==> config.mk <==
export PLATFORM = sky130hd
export DESIGN_NAME = prf_banked_flat
export DESIGN_NICKNAME = d
export VERILOG_FILES = /design/src/core_types_pkg.sv /design/src/prf_read_if.sv /design/src/prf_banked.sv /design/src/flat_wrapper.sv
export VERILOG_INCLUDE_DIRS = /design/src
export SDC_FILE = /design/constraint.sdc
export NUM_CORES = 2
export LEC_CHECK = 0
export ABC_AREA = 1
export ABC_CLOCK_PERIOD_IN_PS = 3280
export BUFFER_PORTS_ARGS = -buffer_cell sky130_fd_sc_hd__buf_2
export CORE_UTILIZATION = 26
export CTS_CLUSTER_SIZE = 30
export DETAILED_ROUTE_END_ITERATION = 16
export PLACE_DENSITY_LB_ADDON = 0.1
export SLEW_MARGIN = 25
export SYNTH_ARGS = -nofsm -noshare
export SYNTH_HDL_FRONTEND = slang
export SYNTH_SLANG_ARGS = --single-unit
==> constraint.sdc <==
create_clock -name CLK -period 3.28 [get_ports CLK]
set_clock_uncertainty 0.05 [all_clocks]
set_input_delay 0.328 -clock CLK [delete_from_list [all_inputs] [get_ports CLK]]
set_output_delay 0.328 -clock CLK [all_outputs]
set_load 0.02 [all_outputs]
==> src/core_settings.svh <==
`ifndef CORE_SETTINGS_SVH
`define CORE_SETTINGS_SVH

// Physical register file size
`define PR_COUNT            64
`define LOG_PR_COUNT        6

// Register banks
// A register's bank is the low bits of its index
`define PRF_BANK_COUNT      4
`define LOG_PRF_BANK_COUNT  2

`endif

==> src/core_types_pkg.sv <==
`include "core_settings.svh"

package core_types_pkg;

    // ------------------------------
    // ALU opcodes
    // ------------------------------

    // Codes not listed here pass B through
    typedef enum logic [3:0] {
        ALU_ADD    = 4'b0000,
        ALU_SLL    = 4'b0001,
        ALU_SLT    = 4'b0010,
        ALU_SLTU   = 4'b0011,
        ALU_XOR    = 4'b0100,
        ALU_SRL    = 4'b0101,
        ALU_OR     = 4'b0110,
        ALU_AND    = 4'b0111,
        ALU_SUB    = 4'b1000,
        ALU_SRA    = 4'b1101,
        ALU_PASS_B = 4'b1111
    } alu_op_t;

    // ------------------------------
    // Register file types
    // ------------------------------

    typedef logic [`LOG_PR_COUNT-1:0]       pr_idx_t;
    typedef logic [`LOG_PRF_BANK_COUNT-1:0] bank_idx_t;

    typedef logic [31:0] word_t;

endpackage

==> src/prf_read_if.sv <==
`include "core_settings.svh"

interface prf_read_if;
    import core_types_pkg::*;

    // Operand read results, one level per operand
    logic A_read_valid;
    logic B_read_valid;

    // Read port output of every bank
    word_t [`PRF_BANK_COUNT-1:0] read_data_by_bank;

    // Writeback data shown on the bank it targets
    word_t [`PRF_BANK_COUNT-1:0] forward_data_by_bank;

    modport prf (
        output A_read_valid,
        output B_read_valid,
        output read_data_by_bank,
        output forward_data_by_bank
    );

    modport alu (
        input A_read_valid,
        input B_read_valid,
        input read_data_by_bank,
        input forward_data_by_bank
    );

endinterface

==> src/prf_banked.sv <==
`include "core_settings.svh"

module prf_banked (
    input  logic                    CLK,
    input  logic                    nRST,
    input  logic                    A_read_req,
    input  logic                    B_read_req,
    input  core_types_pkg::pr_idx_t A_PR,
    input  core_types_pkg::pr_idx_t B_PR,
    input  logic                    accept,
    input  logic                    WB_valid,
    input  core_types_pkg::pr_idx_t WB_PR,
    input  core_types_pkg::word_t   WB_data,
    prf_read_if.prf                 rd
);
    import core_types_pkg::*;

    localparam int ROW_COUNT = `PR_COUNT / `PRF_BANK_COUNT;
    localparam int ROW_W     = `LOG_PR_COUNT - `LOG_PRF_BANK_COUNT;

    typedef logic [ROW_W-1:0] row_idx_t;

    bank_idx_t wb_bank;
    row_idx_t  wb_row;

    logic      a_pending;
    logic      b_pending;
    logic      a_served;
    logic      b_served;
    bank_idx_t a_bank_q;
    bank_idx_t b_bank_q;
    row_idx_t  a_row_q;
    row_idx_t  b_row_q;
    word_t     a_data_q;
    word_t     b_data_q;
    logic      a_serve;
    logic      b_serve;

    word_t [`PRF_BANK_COUNT-1:0] bank_word;

    assign wb_bank = WB_PR[`LOG_PRF_BANK_COUNT-1:0];
    assign wb_row  = WB_PR[`LOG_PR_COUNT-1:`LOG_PRF_BANK_COUNT];

    // ------------------------------
    // Register banks
    // ------------------------------

    for (genvar b = 0; b < `PRF_BANK_COUNT; b++) begin : g_bank
        word_t    rows [ROW_COUNT];
        logic     wr_en;
        row_idx_t port_row;

        assign wr_en = WB_valid && (wb_bank == bank_idx_t'(b));

        // One port per bank, A and B only share a bank on the same register
        assign port_row     = (a_pending && a_bank_q == bank_idx_t'(b)) ? a_row_q : b_row_q;
        assign bank_word[b] = rows[port_row];

        always_ff @(posedge CLK or negedge nRST) begin
            if (!nRST) begin
                for (int r = 0; r < ROW_COUNT; r++) begin
                    rows[r] <= '0;
                end
            end else if (wr_en) begin
                rows[wb_row] <= WB_data;
            end
        end
    end

    // ------------------------------
    // Pending reads
    // ------------------------------

    // A write to the same bank blocks the read for this cycle
    assign a_serve = a_pending && !(WB_valid && wb_bank == a_bank_q);
    assign b_serve = b_pending && !(WB_valid && wb_bank == b_bank_q);

    always_ff @(posedge CLK or negedge nRST) begin
        if (!nRST) begin
            a_pending <= 1'b0;
            b_pending <= 1'b0;
            a_served  <= 1'b0;
            b_served  <= 1'b0;
            a_bank_q  <= '0;
            b_bank_q  <= '0;
            a_row_q   <= '0;
            b_row_q   <= '0;
        end else if (accept) begin
            a_pending <= A_read_req;
            b_pending <= B_read_req;
            a_served  <= 1'b0;
            b_served  <= 1'b0;
            a_bank_q  <= A_PR[`LOG_PRF_BANK_COUNT-1:0];
            b_bank_q  <= B_PR[`LOG_PRF_BANK_COUNT-1:0];
            a_row_q   <= A_PR[`LOG_PR_COUNT-1:`LOG_PRF_BANK_COUNT];
            b_row_q   <= B_PR[`LOG_PR_COUNT-1:`LOG_PRF_BANK_COUNT];
        end else begin
            if (a_serve) begin
                a_pending <= 1'b0;
                a_served  <= 1'b1;
            end
            if (b_serve) begin
                b_pending <= 1'b0;
                b_served  <= 1'b1;
            end
        end
    end

    // Served words held until the next issue
    always_ff @(posedge CLK) begin
        if (a_serve) begin
            a_data_q <= bank_word[a_bank_q];
        end
        if (b_serve) begin
            b_data_q <= bank_word[b_bank_q];
        end
    end

    assign rd.A_read_valid = a_serve || a_served;
    assign rd.B_read_valid = b_serve || b_served;

    always_comb begin
        rd.read_data_by_bank = '0;
        if (a_served) begin
            rd.read_data_by_bank[a_bank_q] = a_data_q;
        end
        if (a_serve) begin
            rd.read_data_by_bank[a_bank_q] = bank_word[a_bank_q];
        end
        if (b_served) begin
            rd.read_data_by_bank[b_bank_q] = b_data_q;
        end
        if (b_serve) begin
            rd.read_data_by_bank[b_bank_q] = bank_word[b_bank_q];
        end
    end

    // Forwarding bus
    always_comb begin
        rd.forward_data_by_bank = '0;
        if (WB_valid) begin
            rd.forward_data_by_bank[wb_bank] = WB_data;
        end
    end

endmodule

==> src/flat_wrapper.sv <==
// flat-port wrapper written by rule: the top's interface ports become plain ports
module prf_banked_flat import core_types_pkg::*;
  (CLK, nRST, A_read_req, B_read_req, A_PR, B_PR, accept, WB_valid, WB_PR, WB_data, rd_A_read_valid, rd_B_read_valid, rd_read_data_by_bank, rd_forward_data_by_bank);
  prf_read_if rd_i ();
  input  logic CLK;
  input  logic nRST;
  input  logic A_read_req;
  input  logic B_read_req;
  input  core_types_pkg::pr_idx_t A_PR;
  input  core_types_pkg::pr_idx_t B_PR;
  input  logic accept;
  input  logic WB_valid;
  input  core_types_pkg::pr_idx_t WB_PR;
  input  core_types_pkg::word_t WB_data;
  output wire logic [$bits(rd_i.A_read_valid)-1:0] rd_A_read_valid;
  output wire logic [$bits(rd_i.B_read_valid)-1:0] rd_B_read_valid;
  output wire logic [$bits(rd_i.read_data_by_bank)-1:0] rd_read_data_by_bank;
  output wire logic [$bits(rd_i.forward_data_by_bank)-1:0] rd_forward_data_by_bank;
  assign rd_A_read_valid = rd_i.A_read_valid;
  assign rd_B_read_valid = rd_i.B_read_valid;
  assign rd_read_data_by_bank = rd_i.read_data_by_bank;
  assign rd_forward_data_by_bank = rd_i.forward_data_by_bank;
  prf_banked u_core (.CLK(CLK), .nRST(nRST), .A_read_req(A_read_req), .B_read_req(B_read_req), .A_PR(A_PR), .B_PR(B_PR), .accept(accept), .WB_valid(WB_valid), .WB_PR(WB_PR), .WB_data(WB_data), .rd(rd_i));
endmodule
==> results.json <==
{
  "postRouteAntennaNets": 0,
  "cpPeakStageDelay_ns": 0.41,
  "cts.sinks": 2128,
  "cts_tree": "built",
  "die_x_um": 651.1,
  "synth_area_per_cell_um2": 7.335,
  "p_leak_nw": 67.55,
  "grt_pass1_vias": 97910,
  "portBuffers": 313,
  "wire_per_inst_um": 25.49,
  "finalSetupViolations": 130,
  "rsz0062_at_grt": "yes",
  "maxSlewViolCount": 0,
  "irDropWorstVdd_uv": 342.7,
  "yosysTopAreaCell": "dfrtp_1",
  "syn_inst": 14940,
  "numCtsBuffers": 278,
  "cp_top_family": "buffers and inverters",
  "num_vias": 103700,
  "crit_arrival_ns": 3.94,
  "cp_slowest_cell": "dfrtp_2",
  "synth-seq-cells": 2128,
  "setup_ws_ns": -1.037,
  "post-route-drc-count": 0,
  "core_um2": 419900,
  "netlist_area_um2": 109500,
  "hold_violations": 0,
  "finalNetCount": 15720,
  "grt_antenna_before_repair": 44,
  "areaGrowthSynthToFinish_pct": 29.45,
  "critical_path_class": "reg2out",
  "seq_area_frac_synth_pct": 48.90,
  "layout_common_cells": "nand2_1 (4160), o21ai_0 (2209), dfrtp_1 (2061), nand3_1 (1913), inv_1 (1910)",
  "hp-class": "in2reg",
  "slew_headroom_pct": 27.51,
  "crit_required_ns": 2.90,
  "drive_gt1_share_pct": 16.79,
  "fp-row-count": 238,
  "place.gp.congestion": 0.8664,
  "pin_count": 314,
  "fmax_ghz": 0.2316,
  "die_area_um2": 423900,
  "drt-total-wl_um": 545900,
  "cts_root_buffer": "clkbuf_16",
  "grt_use_total_pct": 24.88,
  "syn-num-nets": 14990,
  "die_h_um": 651.1,
  "overflow": 0,
  "drt_iter0_markers": 10350,
  "htreeDepth": 5,
  "grt_max_degree": 118,
  "ys_types": 31,
  "crit_chain": "buf_12 > buf_4 > nand3_4 > buf_6 > o21ai_4 > buf_12 > clkbuf_16 > nand3_1 > nand3_1 > nand3_2 > nand2_4 > buf_12 > nand2_1 > nand2_2 > buf_4 > o21ai_1 > nand2_2 > buf_4",
  "worst-slew-pin-transition_ns": 1.087,
  "cts_buffer_depth": 4,
  "drt_pass1_iterations": 6,
  "whs_ns": 0.07709,
  "status": "complete, but fails checks",
  "clk_pin_slew_ns": 0.06,
  "start_kind": "flip-flop",
  "period_share_pct": 131.6,
  "start_util_pct": 26.09,
  "fin_crit_ns": 4.317,
  "synth_top_cell_area_share_pct": 47.15,
  "dpl.hpwl_um": 361500,
  "clkLatencyLatePin_ns": 0.97,
  "end_kind": "primary output",
  "vias_per_cell": 4.843,
  "path_buf_inv": 8,
  "total_power_w": 0.08657,
  "yosysWarnings": 0,
  "violations": "negative setup slack",
  "synth_area_leaders": "dfrtp_1 (47%), nand2_1 (15%), o21ai_0 (10%)",
  "final_common_cell": "nand2_1",
  "cap_violations": 0,
  "grt_pass1_wl_um": 764500,
  "p_per_area_nw_per_um2": 610.5,
  "path_max_fanout": 7
}
## state kept, by name, summed over array words and instances (netlist names)
signal,count
u_core.a_bank_q,2
u_core.a_data_q,32
u_core.a_pending,1
u_core.a_row_q,4
u_core.a_served,1
u_core.b_bank_q,2
u_core.b_data_q,32
u_core.b_pending,1
u_core.b_row_q,4
u_core.b_served,1
u_core.g_bank.rows,2048
## report_power, final
group | switching [W] | internal, W
logic | 0.0149 | 0.00876
clock network | 0.0130 | 0.0182
registers | 0.00178 | 0.0300
## cells by family (layout without fill, tap and decap cells)
logic type / after synthesis / in the layout / synth area share [%]
AND/OR/NAND/NOR: 7158 / 7161 / 28.03
buffers and inverters: 3144 / 4075 / 11.28
AO/OA/AOI/OAI: 2505 / 2505 / 11.79
flip-flops: 2128 / 2128 / 48.90
other: 0 / 31 / 0
## cells in the mapped netlist (all sizes together)
cell    instances
nand2        4456
o21ai        2354
nand3        2177
dfrtp        2064
inv          1929
clkbuf        787
buf           394
nor2          240
nand3b        214
o21bai         81
nand4          68
o31ai          65
edfxtp         64
clkinv         34
a211oi          2
a21oi           2
or2             2
nor3            1
o22ai           1
## per-layer routing
metal  vias up  track usage, %  share of wire, %
met3       570           3.151               5.2
met1     51420           35.01                46
met4         0           8.865               3.8
met2      2827           39.07                45
li1      48920               -                 -
met5         -               0                 0
## final cells by class
type / instances / area, um^2
fillers: 45100 / 278100
flip-flops and latches: 2128 / 53580
multi-input cells: 9666 / 46710
repair buffers: 1623 / 18060
clock buffers: 422 / 8333
inverters: 1963 / 7446
well taps: 5520 / 6907
clock inverters: 67 / 696.9
diodes: 31 / 77.57
## final timing paths
path | from | to | slack (ns) | depth (start not counted)
worst max-delay path | u_core.a_pending | rd_read_data_by_bank[95] | -1.04 | 18
worst min-delay path | WB_PR[2] | u_core.g_bank[0].rows[330] | 0.08 | 6
worst max register to register | u_core.a_pending | u_core.a_data_q[20] | 0.26 | 17
worst min register to register | u_core.g_bank[1].rows[303] | u_core.g_bank[1].rows[303] | 0.42 | 2
max in group asynchronous | nRST | u_core.g_bank[3].rows[265] | 0.93 | 4
min in group asynchronous | nRST | u_core.g_bank[0].rows[359] | 0.57 | 3
## through the flow
| stage | util, % | setup TNS [ns] | setup WS, ns | std cells | area, um^2 |
|---|---|---|---|---|---|
| global route | 33.76 | -139.06 | -1.164 | 21400 | 141700 |
| CTS | 32.83 | -136.53 | -1.183 | 21300 | 137900 |
| detailed placement | 30.01 | -26.84 | -0.5409 | 20710 | 126000 |
| finish | 33.77 | -123.70 | -1.037 | 21420 | 141800 |
| floorplan | - | 0 | 0.08803 | 14940 | 109500 |
| global placement | 30.00 | -26.10 | -0.5502 | 20710 | 126000 |
## worst min-delay path: cells and delay by family
kind,cells,cell delay [ns]
buffers and inverters,2,0.30
and+or+nand+nor,3,0.31
AOI/OAI and AO/OA,1,0.09
## repair_timing
item                                   in CTS  in global routing
endpoints found under the hold margin    1610                  0
setup endpoints to repair                 134                130
setup buffers                              33                 63
hold buffers                               54                  0
resized for setup                         356                637
pin swaps                                  48                148
gates cloned                               21                 32
Note: power is estimated with default switching activity, not from simulation.
